**config.mk**
```make
export PLATFORM = sky130hd
export DESIGN_NAME = int_pipe_top
export DESIGN_NICKNAME = d
export VERILOG_FILES = /design/src/rtl/pipe_pkg.sv /design/src/rtl/inst_decode.sv /design/src/rtl/reg_file.sv /design/src/rtl/idex_reg.sv /design/src/rtl/exec_unit.sv /design/src/rtl/int_pipe_top.sv
export SDC_FILE = /design/constraint.sdc
export NUM_CORES = 2
export LEC_CHECK = 0
export BUFFER_PORTS_ARGS = -buffer_cell sky130_fd_sc_hd__buf_2
export CAP_MARGIN = 20
export CORE_MARGIN = 8
export CORE_UTILIZATION = 35
export CTS_BUF_LIST = sky130_fd_sc_hd__clkbuf_4 sky130_fd_sc_hd__clkbuf_8 sky130_fd_sc_hd__clkbuf_16
export DETAILED_ROUTE_END_ITERATION = 12
export PLACE_DENSITY_LB_ADDON = 0.25
export SLEW_MARGIN = 20
export SYNTH_ARGS = -nofsm -noshare
export SYNTH_HDL_FRONTEND = slang
export SYNTH_SLANG_ARGS = --single-unit
```
**constraint.sdc**
```tcl
create_clock -name clk -period 17.2 [get_ports clk]
set_input_delay 3.44 -clock clk [delete_from_list [all_inputs] [get_ports clk]]
set_output_delay 3.44 -clock clk [all_outputs]
set_load 0.05 [all_outputs]
```
**src/rtl/pipe_pkg.sv**
```systemverilog
package pipe_pkg;

    ////////////////////////////////////////////////////////////
    // Widths with a meaning
    ////////////////////////////////////////////////////////////

    // Data word and PC
    typedef logic [31:0] word_t;

    // GPR number, $0..$31
    typedef logic [4:0]  reg_addr_t;

    typedef logic [3:0]  alu_op_t;
    typedef logic [1:0]  shift_op_t;
    typedef logic [1:0]  exres_sel_t;

    // Branch sense
    typedef logic        cond_t;

    ////////////////////////////////////////////////////////////
    // Code constants
    ////////////////////////////////////////////////////////////

    // ALU operations
    localparam alu_op_t ALU_ADDU = 4'd0;
    localparam alu_op_t ALU_SUBU = 4'd1;
    localparam alu_op_t ALU_AND  = 4'd2;
    localparam alu_op_t ALU_OR   = 4'd3;
    localparam alu_op_t ALU_XOR  = 4'd4;
    localparam alu_op_t ALU_NOR  = 4'd5;
    localparam alu_op_t ALU_SLT  = 4'd6;
    localparam alu_op_t ALU_SLTU = 4'd7;
    // Upper half from the immediate, lower half zero
    localparam alu_op_t ALU_LUI  = 4'd8;

    // Shifter kinds
    localparam shift_op_t SH_SLL = 2'd0;
    localparam shift_op_t SH_SRL = 2'd1;
    localparam shift_op_t SH_SRA = 2'd2;

    // EX result source
    localparam exres_sel_t RES_ALU   = 2'd0;
    localparam exres_sel_t RES_SHIFT = 2'd1;
    localparam exres_sel_t RES_MOVE  = 2'd2;

    // beq / bne
    localparam cond_t COND_EQ = 1'b0;
    localparam cond_t COND_NE = 1'b1;

endpackage

```
**src/rtl/inst_decode.sv**
```systemverilog
module inst_decode import pipe_pkg::*; (
    input  word_t      instr,
    output reg_addr_t  rs_addr,
    output reg_addr_t  rt_addr,
    output reg_addr_t  rd_addr,
    output logic       reg_w,
    output logic       branch,
    output logic       b_sel,
    output logic       shamt_sel,
    output alu_op_t    alu_op,
    output shift_op_t  shift_op,
    output logic [4:0] shamt,
    output exres_sel_t exres_sel,
    output cond_t      condition,
    output logic       movz,
    output logic       movn,
    output word_t      imm_ext,
    output logic       nop
);

    // Primary opcodes
    localparam logic [5:0] OP_SPECIAL = 6'h00;
    localparam logic [5:0] OP_BEQ     = 6'h04;
    localparam logic [5:0] OP_BNE     = 6'h05;
    localparam logic [5:0] OP_ADDIU   = 6'h09;
    localparam logic [5:0] OP_SLTI    = 6'h0a;
    localparam logic [5:0] OP_SLTIU   = 6'h0b;
    localparam logic [5:0] OP_ANDI    = 6'h0c;
    localparam logic [5:0] OP_ORI     = 6'h0d;
    localparam logic [5:0] OP_XORI    = 6'h0e;
    localparam logic [5:0] OP_LUI     = 6'h0f;

    // SPECIAL funct codes
    localparam logic [5:0] FN_SLL  = 6'h00;
    localparam logic [5:0] FN_SRL  = 6'h02;
    localparam logic [5:0] FN_SRA  = 6'h03;
    localparam logic [5:0] FN_SLLV = 6'h04;
    localparam logic [5:0] FN_SRLV = 6'h06;
    localparam logic [5:0] FN_SRAV = 6'h07;
    localparam logic [5:0] FN_MOVZ = 6'h0a;
    localparam logic [5:0] FN_MOVN = 6'h0b;
    localparam logic [5:0] FN_ADDU = 6'h21;
    localparam logic [5:0] FN_SUBU = 6'h23;
    localparam logic [5:0] FN_AND  = 6'h24;
    localparam logic [5:0] FN_OR   = 6'h25;
    localparam logic [5:0] FN_XOR  = 6'h26;
    localparam logic [5:0] FN_NOR  = 6'h27;
    localparam logic [5:0] FN_SLT  = 6'h2a;
    localparam logic [5:0] FN_SLTU = 6'h2b;

    logic [5:0] opcode;
    logic [5:0] funct;
    logic       known;
    logic       wr_raw;
    logic       use_rd;
    logic       zero_ext;
    shift_op_t  sh_kind;

    assign opcode  = instr[31:26];
    assign funct   = instr[5:0];
    assign rs_addr = instr[25:21];
    assign rt_addr = instr[20:16];
    assign shamt   = instr[10:6];

    // Shift kind from the low funct bits
    assign sh_kind = (funct[1:0] == 2'b11) ? SH_SRA :
                     (funct[1:0] == 2'b10) ? SH_SRL : SH_SLL;

    always_comb begin
        known     = 1'b1;
        wr_raw    = 1'b0;
        use_rd    = 1'b0;
        zero_ext  = 1'b0;
        branch    = 1'b0;
        b_sel     = 1'b0;
        shamt_sel = 1'b0;
        alu_op    = ALU_ADDU;
        shift_op  = SH_SLL;
        exres_sel = RES_ALU;
        condition = COND_EQ;
        movz      = 1'b0;
        movn      = 1'b0;
        case (opcode)
            OP_SPECIAL: begin
                use_rd = 1'b1;
                wr_raw = 1'b1;
                case (funct)
                    FN_ADDU: alu_op = ALU_ADDU;
                    FN_SUBU: alu_op = ALU_SUBU;
                    FN_AND:  alu_op = ALU_AND;
                    FN_OR:   alu_op = ALU_OR;
                    FN_XOR:  alu_op = ALU_XOR;
                    FN_NOR:  alu_op = ALU_NOR;
                    FN_SLT:  alu_op = ALU_SLT;
                    FN_SLTU: alu_op = ALU_SLTU;
                    FN_SLL, FN_SRL, FN_SRA: begin
                        exres_sel = RES_SHIFT;
                        shift_op  = sh_kind;
                    end
                    // Variable shifts take the amount from rs
                    FN_SLLV, FN_SRLV, FN_SRAV: begin
                        exres_sel = RES_SHIFT;
                        shift_op  = sh_kind;
                        shamt_sel = 1'b1;
                    end
                    FN_MOVZ: begin
                        exres_sel = RES_MOVE;
                        movz      = 1'b1;
                    end
                    FN_MOVN: begin
                        exres_sel = RES_MOVE;
                        movn      = 1'b1;
                    end
                    default: known = 1'b0;
                endcase
            end
            OP_ADDIU, OP_SLTI, OP_SLTIU, OP_ANDI, OP_ORI, OP_XORI, OP_LUI: begin
                wr_raw = 1'b1;
                b_sel  = 1'b1;
                case (opcode)
                    OP_SLTI:  alu_op = ALU_SLT;
                    OP_SLTIU: alu_op = ALU_SLTU;
                    OP_ANDI:  alu_op = ALU_AND;
                    OP_ORI:   alu_op = ALU_OR;
                    OP_XORI:  alu_op = ALU_XOR;
                    OP_LUI:   alu_op = ALU_LUI;
                    default:  alu_op = ALU_ADDU;
                endcase
                // Logical immediates are zero extended
                zero_ext = (opcode == OP_ANDI) || (opcode == OP_ORI) ||
                           (opcode == OP_XORI) || (opcode == OP_LUI);
            end
            OP_BEQ: branch = 1'b1;
            OP_BNE: begin
                branch    = 1'b1;
                condition = COND_NE;
            end
            default: known = 1'b0;
        endcase
    end

    assign rd_addr = use_rd ? instr[15:11] : instr[20:16];
    assign imm_ext = zero_ext ? {16'h0000, instr[15:0]} : {{16{instr[15]}}, instr[15:0]};

    // A write to $0 does nothing, so it goes down the pipe as a nop
    assign nop   = !known || (wr_raw && (rd_addr == 5'd0));
    assign reg_w = wr_raw && !nop;

endmodule

```
**src/rtl/reg_file.sv**
```systemverilog
module reg_file import pipe_pkg::*; (
    input  logic      clk,
    input  logic      rst_n,
    input  logic      hold,
    input  reg_addr_t rs_addr,
    input  reg_addr_t rt_addr,
    input  logic      w_en,
    input  reg_addr_t w_addr,
    input  word_t     w_data,
    output word_t     rs_data,
    output word_t     rt_data
);

    word_t regs [32];
    logic  do_write;

    // Only on a slot, never to $0
    assign do_write = w_en && !hold && (w_addr != 5'd0);

    always_ff @(posedge clk) begin
        if (!rst_n) begin
            for (int i = 0; i < 32; i++) begin
                regs[i] <= '0;
            end
        end else if (do_write) begin
            regs[w_addr] <= w_data;
        end
    end

    ////////////////////////////////////////////////////////////
    // Read ports with write-through
    ////////////////////////////////////////////////////////////

    always_comb begin
        if (rs_addr == 5'd0) begin
            rs_data = '0;
        end else if (do_write && (w_addr == rs_addr)) begin
            rs_data = w_data;
        end else begin
            rs_data = regs[rs_addr];
        end
    end

    always_comb begin
        if (rt_addr == 5'd0) begin
            rt_data = '0;
        end else if (do_write && (w_addr == rt_addr)) begin
            rt_data = w_data;
        end else begin
            rt_data = regs[rt_addr];
        end
    end

endmodule

```
**src/rtl/idex_reg.sv**
```systemverilog
module idex_reg import pipe_pkg::*; (
    input  logic       clk,
    input  logic       rst_n,
    input  logic       hold,
    input  logic       flush,
    input  logic       id_valid,
    input  logic       id_nop,
    input  logic       id_reg_w,
    input  logic       id_branch,
    input  logic       id_b_sel,
    input  logic       id_shamt_sel,
    input  alu_op_t    id_alu_op,
    input  shift_op_t  id_shift_op,
    input  logic [4:0] id_shamt,
    input  exres_sel_t id_exres_sel,
    input  cond_t      id_condition,
    input  logic       id_movz,
    input  logic       id_movn,
    input  word_t      id_imm_ext,
    input  reg_addr_t  id_rs_addr,
    input  reg_addr_t  id_rt_addr,
    input  reg_addr_t  id_rd_addr,
    input  word_t      id_op_a,
    input  word_t      id_op_b,
    input  word_t      id_pc,
    output logic       ex_nop,
    output logic       ex_reg_w,
    output logic       ex_branch,
    output logic       ex_b_sel,
    output logic       ex_shamt_sel,
    output alu_op_t    ex_alu_op,
    output shift_op_t  ex_shift_op,
    output logic [4:0] ex_shamt,
    output exres_sel_t ex_exres_sel,
    output cond_t      ex_condition,
    output logic       ex_movz,
    output logic       ex_movn,
    output word_t      ex_imm_ext,
    output reg_addr_t  ex_rs_addr,
    output reg_addr_t  ex_rt_addr,
    output reg_addr_t  ex_rd_addr,
    output word_t      ex_op_a,
    output word_t      ex_op_b,
    output word_t      ex_pc
);

    ////////////////////////////////////////////////////////////
    // Enables, bubble on reset or on a flushed slot
    ////////////////////////////////////////////////////////////

    always_ff @(posedge clk) begin
        if (!rst_n || (flush && !hold)) begin
            ex_nop    <= 1'b1;
            ex_reg_w  <= 1'b0;
            ex_branch <= 1'b0;
            ex_movz   <= 1'b0;
            ex_movn   <= 1'b0;
        end else if (!hold) begin
            // Empty input slot goes in as a nop
            ex_nop    <= id_nop || !id_valid;
            ex_reg_w  <= id_reg_w && id_valid;
            ex_branch <= id_branch && id_valid;
            ex_movz   <= id_movz && id_valid;
            ex_movn   <= id_movn && id_valid;
        end
    end

    // Operands and selects, meaningless under a bubble
    always_ff @(posedge clk) begin
        if (!hold) begin
            ex_b_sel     <= id_b_sel;
            ex_shamt_sel <= id_shamt_sel;
            ex_alu_op    <= id_alu_op;
            ex_shift_op  <= id_shift_op;
            ex_shamt     <= id_shamt;
            ex_exres_sel <= id_exres_sel;
            ex_condition <= id_condition;
            ex_imm_ext   <= id_imm_ext;
            ex_rs_addr   <= id_rs_addr;
            ex_rt_addr   <= id_rt_addr;
            ex_rd_addr   <= id_rd_addr;
            ex_op_a      <= id_op_a;
            ex_op_b      <= id_op_b;
            ex_pc        <= id_pc;
        end
    end

endmodule

```
**src/rtl/exec_unit.sv**
```systemverilog
module exec_unit import pipe_pkg::*; (
    input  logic       clk,
    input  logic       rst_n,
    input  logic       hold,
    input  logic       ex_nop,
    input  logic       ex_reg_w,
    input  logic       ex_branch,
    input  logic       ex_b_sel,
    input  logic       ex_shamt_sel,
    input  alu_op_t    ex_alu_op,
    input  shift_op_t  ex_shift_op,
    input  logic [4:0] ex_shamt,
    input  exres_sel_t ex_exres_sel,
    input  cond_t      ex_condition,
    input  logic       ex_movz,
    input  logic       ex_movn,
    input  word_t      ex_imm_ext,
    input  reg_addr_t  ex_rs_addr,
    input  reg_addr_t  ex_rt_addr,
    input  reg_addr_t  ex_rd_addr,
    input  word_t      ex_op_a,
    input  word_t      ex_op_b,
    input  word_t      ex_pc,
    output logic       branch_taken,
    output logic       wb_en,
    output reg_addr_t  wb_addr,
    output word_t      wb_data,
    output logic       redirect_valid,
    output word_t      redirect_pc
);

    word_t      src_a;
    word_t      src_b;
    word_t      alu_b;
    word_t      alu_res;
    word_t      shift_res;
    word_t      result;
    word_t      target;
    logic [4:0] sh_amt;
    logic       move_ok;
    logic       wr_next;

    // Forward the previous instruction's result from EX/WB
    assign src_a = (wb_en && (wb_addr == ex_rs_addr) && (ex_rs_addr != 5'd0)) ? wb_data : ex_op_a;
    assign src_b = (wb_en && (wb_addr == ex_rt_addr) && (ex_rt_addr != 5'd0)) ? wb_data : ex_op_b;

    assign alu_b = ex_b_sel ? ex_imm_ext : src_b;

    always_comb begin
        case (ex_alu_op)
            ALU_ADDU: alu_res = src_a + alu_b;
            ALU_SUBU: alu_res = src_a - alu_b;
            ALU_AND:  alu_res = src_a & alu_b;
            ALU_OR:   alu_res = src_a | alu_b;
            ALU_XOR:  alu_res = src_a ^ alu_b;
            ALU_NOR:  alu_res = ~(src_a | alu_b);
            ALU_SLT:  alu_res = {31'd0, $signed(src_a) < $signed(alu_b)};
            ALU_SLTU: alu_res = {31'd0, src_a < alu_b};
            ALU_LUI:  alu_res = {alu_b[15:0], 16'h0000};
            default:  alu_res = '0;
        endcase
    end

    // Shift rt by shamt or by rs[4:0]
    assign sh_amt = ex_shamt_sel ? src_a[4:0] : ex_shamt;

    always_comb begin
        case (ex_shift_op)
            SH_SRL:  shift_res = src_b >> sh_amt;
            SH_SRA:  shift_res = $unsigned($signed(src_b) >>> sh_amt);
            default: shift_res = src_b << sh_amt;
        endcase
    end

    always_comb begin
        case (ex_exres_sel)
            RES_SHIFT: result = shift_res;
            RES_MOVE:  result = src_a;
            default:   result = alu_res;
        endcase
    end

    // movz/movn test rt
    assign move_ok = (ex_exres_sel != RES_MOVE) ||
                     (ex_movz && (src_b == '0)) ||
                     (ex_movn && (src_b != '0));
    assign wr_next = ex_reg_w && !ex_nop && move_ok;

    ////////////////////////////////////////////////////////////
    // Branch resolve
    ////////////////////////////////////////////////////////////

    assign target = ex_pc + 32'd4 + {ex_imm_ext[29:0], 2'b00};

    assign branch_taken = ex_branch && !ex_nop && !hold &&
                          ((ex_condition == COND_EQ) ? (src_a == src_b) : (src_a != src_b));

    // EX/WB register
    always_ff @(posedge clk) begin
        if (!rst_n) begin
            wb_en          <= 1'b0;
            redirect_valid <= 1'b0;
        end else if (!hold) begin
            wb_en          <= wr_next;
            redirect_valid <= branch_taken;
        end
    end

    always_ff @(posedge clk) begin
        if (!hold) begin
            wb_addr     <= ex_rd_addr;
            wb_data     <= result;
            redirect_pc <= target;
        end
    end

endmodule

```
**src/rtl/int_pipe_top.sv**
```systemverilog
module int_pipe_top import pipe_pkg::*; (
    input  logic      clk,
    input  logic      rst_n,
    input  logic      hold,
    input  logic      instr_valid,
    input  word_t     instr,
    input  word_t     instr_pc,
    output logic      wb_en,
    output reg_addr_t wb_addr,
    output word_t     wb_data,
    output logic      redirect_valid,
    output word_t     redirect_pc
);

    // ID stage
    reg_addr_t  rs_addr;
    reg_addr_t  rt_addr;
    reg_addr_t  rd_addr;
    logic       reg_w;
    logic       branch;
    logic       b_sel;
    logic       shamt_sel;
    alu_op_t    alu_op;
    shift_op_t  shift_op;
    logic [4:0] shamt;
    exres_sel_t exres_sel;
    cond_t      condition;
    logic       movz;
    logic       movn;
    word_t      imm_ext;
    logic       nop;
    word_t      rs_data;
    word_t      rt_data;

    // EX stage
    logic       ex_nop;
    logic       ex_reg_w;
    logic       ex_branch;
    logic       ex_b_sel;
    logic       ex_shamt_sel;
    alu_op_t    ex_alu_op;
    shift_op_t  ex_shift_op;
    logic [4:0] ex_shamt;
    exres_sel_t ex_exres_sel;
    cond_t      ex_condition;
    logic       ex_movz;
    logic       ex_movn;
    word_t      ex_imm_ext;
    reg_addr_t  ex_rs_addr;
    reg_addr_t  ex_rt_addr;
    reg_addr_t  ex_rd_addr;
    word_t      ex_op_a;
    word_t      ex_op_b;
    word_t      ex_pc;
    logic       branch_taken;

    inst_decode inst_decode_inst (.*);

    // Write port fed back from EX/WB
    reg_file reg_file_inst (
        .w_en   (wb_en),
        .w_addr (wb_addr),
        .w_data (wb_data),
        .*
    );

    idex_reg idex_reg_inst (
        .flush        (branch_taken),
        .id_valid     (instr_valid),
        .id_nop       (nop),
        .id_reg_w     (reg_w),
        .id_branch    (branch),
        .id_b_sel     (b_sel),
        .id_shamt_sel (shamt_sel),
        .id_alu_op    (alu_op),
        .id_shift_op  (shift_op),
        .id_shamt     (shamt),
        .id_exres_sel (exres_sel),
        .id_condition (condition),
        .id_movz      (movz),
        .id_movn      (movn),
        .id_imm_ext   (imm_ext),
        .id_rs_addr   (rs_addr),
        .id_rt_addr   (rt_addr),
        .id_rd_addr   (rd_addr),
        .id_op_a      (rs_data),
        .id_op_b      (rt_data),
        .id_pc        (instr_pc),
        .*
    );

    exec_unit exec_unit_inst (.*);

endmodule

```
Word-level counts from Yosys, hierarchy flattened
Memory sizes are Yosys's and may differ from the RTL's.
Index checks and enable logic that the tools add are counted.
{"block": "word_totals", "mem_bits_rw": 1024, "reg_bits": 220, "memories": 1, "out_inout_bits": 71, "inputBits": 68}
{"memory": "reg_file_inst.regs", "depth": 32, "word_bits": 32, "rd": 2, "rd_ports_with_merged_regs": 0, "wr": 32, "line_no": "reg_file.sv:14", "text": "word_t regs [32];"}
{"block": "classes", "bitwise": 6, "reduce_logical": 58, "n_shift": 3, "add_sub_neg": 4, "n_eq_ne": 45, "n_lt_le_gt_ge": 2, "n_mux": 37}
{"op": "one-hot mux 32 bit (9 select lines)", "count": 1}
{"op": "2-to-1 mux 32 bit", "count": 6}
{"op": "one-hot mux 32 bit (2 select lines)", "count": 2}
{"op": "adder 32 bit", "count": 2}
{"op": "less-than comparator 32 bit", "count": 2}
{"op": "== test 6 x 4 -> 1 bit, second input constant", "count": 9}
{"op": "== test 6 bit, second input constant", "count": 8}
{"op": "adder 32 x 3 -> 32 bit, second input constant", "count": 1}
{"op": "bitwise AND 32 bit", "count": 1}
{"op": "== test 32 bit", "count": 1}
{"op": "zero test 32 bit", "count": 1}
{"op": "inequality test 32 bit", "count": 1}
{"op": "NOT 32 bit", "count": 1}
{"op": "OR 32 bit", "count": 1}
{"op": "nonzero test 32 bit", "count": 1}
{"op": "OR reduction 32 bit", "count": 1}
{"op": "left shift 32 x 5 -> 32 bit", "count": 1}
{"op": ">> shifter 32 x 5 -> 32 bit", "count": 1}
{"op": ">>> shifter 32 x 5 -> 32 bit", "count": 1}
{"op": "subtractor 32 bit", "count": 1}
{"op": "XOR 32 bit", "count": 1}
{"op": "== test 6 x 3 -> 1 bit, second input constant", "count": 5}
{"op": "one-hot mux 4 bit (6 select lines)", "count": 1}
{"op": "logical AND 1 bit", "count": 22}
{"op": "other kinds (31)", "count": 83}

Depth between registers and ports, before layout
{"block": "logic_depth", "depth_word": 9, "depth_mapped": 24}

Modules after synthesis
A second synthesis with hierarchy kept.
{"block": "unflattened", "hier_cells": 6465, "area_unflattened_um2": 78278.8}
{"module": "reg_file", "seq_area_each_um2": 30749.5, "n_inst": 1, "cells_each": 4018, "area_per_inst_um2": 56067.5}
{"module": "exec_unit", "seq_area_each_um2": 2112.0, "n_inst": 1, "cells_each": 2164, "area_per_inst_um2": 16465.8}
{"module": "idex_reg", "seq_area_each_um2": 4874.7, "n_inst": 1, "cells_each": 181, "area_per_inst_um2": 5014.8}
{"module": "inst_decode", "seq_area_each_um2": 0.0, "n_inst": 1, "cells_each": 102, "area_per_inst_um2": 730.7}

Worst setup path before layout
Ideal clock, no wire load.
{"block": "synth_timing", "path_type": "input -> register", "start": "input port hold", "end": "memory reg_file_inst.regs[31][0] (netlist name), enable pin", "path_stages": 6, "setup_slack_ns": 5.670, "required_ns": 16.734, "t_arrival_ns": 11.064, "path_buffers": 1, "setup_time_ns": 0.466, "cell_sequence": "inv_1 > o311a_1 > and2_1 > nand3_1 > clkbuf_1 > o21ai_0"}
{"item": "start, declared", "line_no": "int_pipe_top.sv:4", "text": "input logic hold,"}
{"item": "end, declared", "line_no": "reg_file.sv:14"}

Final worst setup path
{"block": "layout_timing", "start": "register exec_unit_inst.wb_addr[4]", "end": "register exec_unit_inst.wb_data[23] (data pin)"}
{"block": "layout_via", "elab_chain_cells": 9, "elab_cells_between_ends": 22, "cone_classes": "add/sub: 2; eq/ne: 2; shift: 3; mux: 7; bitwise: 4; reduce/logical: 4"}
{"item": "start, declared", "line_no": "exec_unit.sv:26", "text": "output reg_addr_t wb_addr,"}
{"item": "start signal, assigned", "line_no": "exec_unit.sv:111", "text": "wb_addr <= ex_rd_addr;"}
{"item": "parallel branches: the longest is 8 deep, another holds subtractor 32 bit"}
{"item": "one-hot mux 32 bit (2 select lines) *", "line_no": "exec_unit.sv:76", "text": "case (ex_exres_sel)"}
{"item": "via exec_unit_inst.result[23]", "line_no": "exec_unit.sv:37", "text": "word_t result;"}
{"item": "end signal, assigned", "line_no": "exec_unit.sv:112", "text": "wb_data <= result;"}
{"item": "end, declared", "line_no": "exec_unit.sv:27", "text": "output word_t wb_data,"}
Mark *: on every way through the listed nets, which the timed path passes.
A chain may end at the register's enable or synchronous reset.

==> flow_summary.yaml <==
finish:
  final_common_cell: "edfxtp_1"
  nets: 5998
  utilization_pct: 39.7
  area_growth_pct: 12.5
  drive_gt1_share_pct: 22.5
  final_cell_mix: "edfxtp_1, and2_1, mux4_2, mux2i_1, nor2_1"
  finalNonFillerCells: 8731
sta:
  min_period_ns: 6.88
  tightest_slew_ns: 1.21
  hold_viol_final: 0
  worst_slack_ns: 10.32
  slew_viol_final: 0
  setup_tns_ns: 0
  hold_slack_ns: 0.422
  finClkSkew_ns: 0.0357
  setup_violations: 0
  fmax_mhz: 145
  fin_crit_sh_pct: 40.0
  rsz0062_at_grt: "false"
  slew_headroom_pct: 19.1
route:
  wl_met2_mm: 131
  avgRoutedWirePerCell_microns: 33.8
  drcViolationCount: 0
  m1WireLength_mm: 121
  drtPass1Iterations: 6
  met3_wirelength_mm: 28.9
  drt_iter0_markers: 7526
  top_layer: "met5"
  ant_nets: 0
  viasPerCell: 6.13
  finalWirelength_mm: 295
  vias: 53500
logic_synthesis:
  syn_inst: 5767
  syn_avg_cell_area_sq_um: 13.0
  netlist_area_sq_mm: 0.0748
  synthArstFlopShare_pct: 0
  synth_top_area_share_pct: 49.4
  synth_area_leaders: "edfxtp_1, mux4_2, and2_1, mux2i_1, ha_1"
  synth_warnings: 0
  ys.flop_type: "edfxtp_1"
  synth-seq-cells: 1239
  synth_area_leader_cell: "edfxtp_1"
  yosysSeqAreaShare_pct: 49.6
  synth_cell_type_count: 103
  synth_edf_count: 1232
global_routing:
  groute.usage.overall_pct: 24.9
  grt_first_pass_wirelength_mm: 412
  grt_max_degree: 103
  antenna_found_initial: 33
  grt_overflow_total: 0
  grt_pass1_vias: 52100
clocking:
  clock_path_buffers: 3
  root_buffer: "clkbuf_16"
  clock_latency_ns: 0.80
  cts_buffers: 144
  cts_sinks: 1239
  cts_hold_buffers: 0
  cts.clk_slew.worst_paths_ns: 0.06
  cts_tree: "built"
  cts_resized: 0
  htreeDepth: 4
  post-cts-setup-buffers: 0
die:
  start_util_pct: 35.3
  fp.dieH_microns: 478
  coreArea_sq_mm: 0.212
  io-pin-count: 139
  rows: 169
  dieWidth_microns: 478
  die-area_sq_mm: 0.229
worst_setup_path:
  critPathKind: "flop to flop"
  arrival_ns: 7.38
  cp.required_ns: 17.70
  cp-start-kind: "flop"
  ff2ff_setup_slack_ns: 10.32
  cp-end-kind: "flop"
  r2r_cells: 21
  critical_path.max_fanout: 39
worst_hold_path:
  hold_depth: 0
  min-delay-path-class: "flop to flop"
pwr:
  p_leak_nw: 30.6
  peakVddDrop_v: 0.0000724
  powerDensity_mw_per_mm2: 99.5
place:
  port_buffers: 138
  gp_congestion: 0.975
  hpwl_mm: 181
  dp_worst_setup_slack_ns: 9.55
  dp.cells: 8445
run:
  max-cap-violations: 0
outcome:
  status: "complete, no violations"
-- stage by stage --
step	power [W]	instance area, sq um
floorplan	0.00470	75000
global placement	0.00533	79500
detailed placement	0.00533	79500
CTS	0.00840	84200
global route	0.00863	84200
finish	0.00838	84200
-- routing by layer --
| layer | vias to the layer above | global-route usage, % |
|---|---|---|
| met3 | 563 | 5.18 |
| met2 | 3189 | 37.9 |
| li1 | 22100 | - |
| met1 | 27600 | 34.8 |
| met5 | - | 0 |
| met4 | 12 | 10.4 |
-- worst max-delay path: stages, from the launching register on --
cell,delay (ns)
edfxtp_1,0.61
nor2_2,0.22
o41ai_4,0.11
a211oi_4,0.40
buf_4,0.68
mux2i_2,0.69
nand2_1,0.13
o21ai_0,0.10
buf_4,0.20
inv_1,0.06
ha_1,0.42
nor2b_1,0.11
o21ai_0,0.16
a21bo_2,0.26
a211oi_1,0.67
o21ai_1,0.25
a21boi_1,0.33
o21bai_1,0.13
a21oi_1,0.17
o21ai_1,0.09
o41ai_1,0.56
o221ai_1,0.21
-- flip-flops by register name (all words and copies together), names as in the netlist, 17 cells and up --
register / count
exec_unit_inst.redirect_pc: 32
idex_reg_inst.ex_imm_ext: 17
exec_unit_inst.wb_data: 32
idex_reg_inst.ex_op_a: 32
idex_reg_inst.ex_pc: 32
idex_reg_inst.ex_op_b: 32
reg_file_inst.regs: 1024
-- area by class of cell --
class / count / area, sq um
Fill cell: 19800 / 128000
Inverter: 117 / 447
Antenna cell: 22 / 55.1
Clock inverter: 78 / 703
Sequential cell: 1239 / 37100
Multi-Input combinational cell: 3906 / 35900
Timing Repair Buffer: 362 / 2480
Tap cell: 2821 / 3530
Clock buffer: 186 / 3970
-- cells in the mapped netlist, types with 15 or more instances --
library cell and number:
mux2i_1 306, mux4_2 542, a21o_1 23, ha_1 157, o22ai_1 53, nand2b_1 39
edfxtp_1 1232, nand4_1 26, buf_2 41, nor2b_1 15, o21ai_1 30, clkbuf_1 410
a21oi_1 199, nand2_1 229, xnor2_1 67, a221o_1 26, nor2_1 286, o21ai_0 168
inv_1 114, buf_1 69, a211oi_1 86, a221oi_1 56, and2_1 1022, nor3_1 45
o211ai_1 45, a31oi_1 20, o221ai_1 41, xor2_1 18, o21bai_1 20, mux2_2 65
nand3_1 43
-- path summary, 6_finish.rpt --
path / start / end
max reg2reg: exec_unit_inst.wb_addr[4] / exec_unit_inst.wb_data[23]
max: exec_unit_inst.wb_addr[4] / exec_unit_inst.wb_data[23]
min reg2reg: idex_reg_inst.ex_pc[1] / exec_unit_inst.redirect_pc[1]
min: idex_reg_inst.ex_pc[1] / exec_unit_inst.redirect_pc[1]
-- kinds of logic (layout without fill, tap and decap cells) --
logic type,after synthesis,count (layout),share of synthesized area (%)
compound gates,911,911,8.24
xor+xnor,87,87,1.04
fa+ha+maj,160,160,2.70
buf+inv,653,743,3.49
flops,1239,1239,49.6
mux,930,930,21.7
other cells,1,54,0.00501
simple gates,1786,1786,13.2
-- where the power goes --
| part | leakage, nW | internal [W] | switching, W | total [W] |
|---|---|---|---|---|
| clock | 2.34 | 0.00178 | 0.00131 | 0.00308 |
| sequential | 12.7 | 0.00349 | 0.000102 | 0.00359 |
| combinational | 15.6 | 0.000575 | 0.00114 | 0.00171 |
| total | 30.6 | 0.00584 | 0.00255 | 0.00838 |
(Power assumes the default switching activity.)
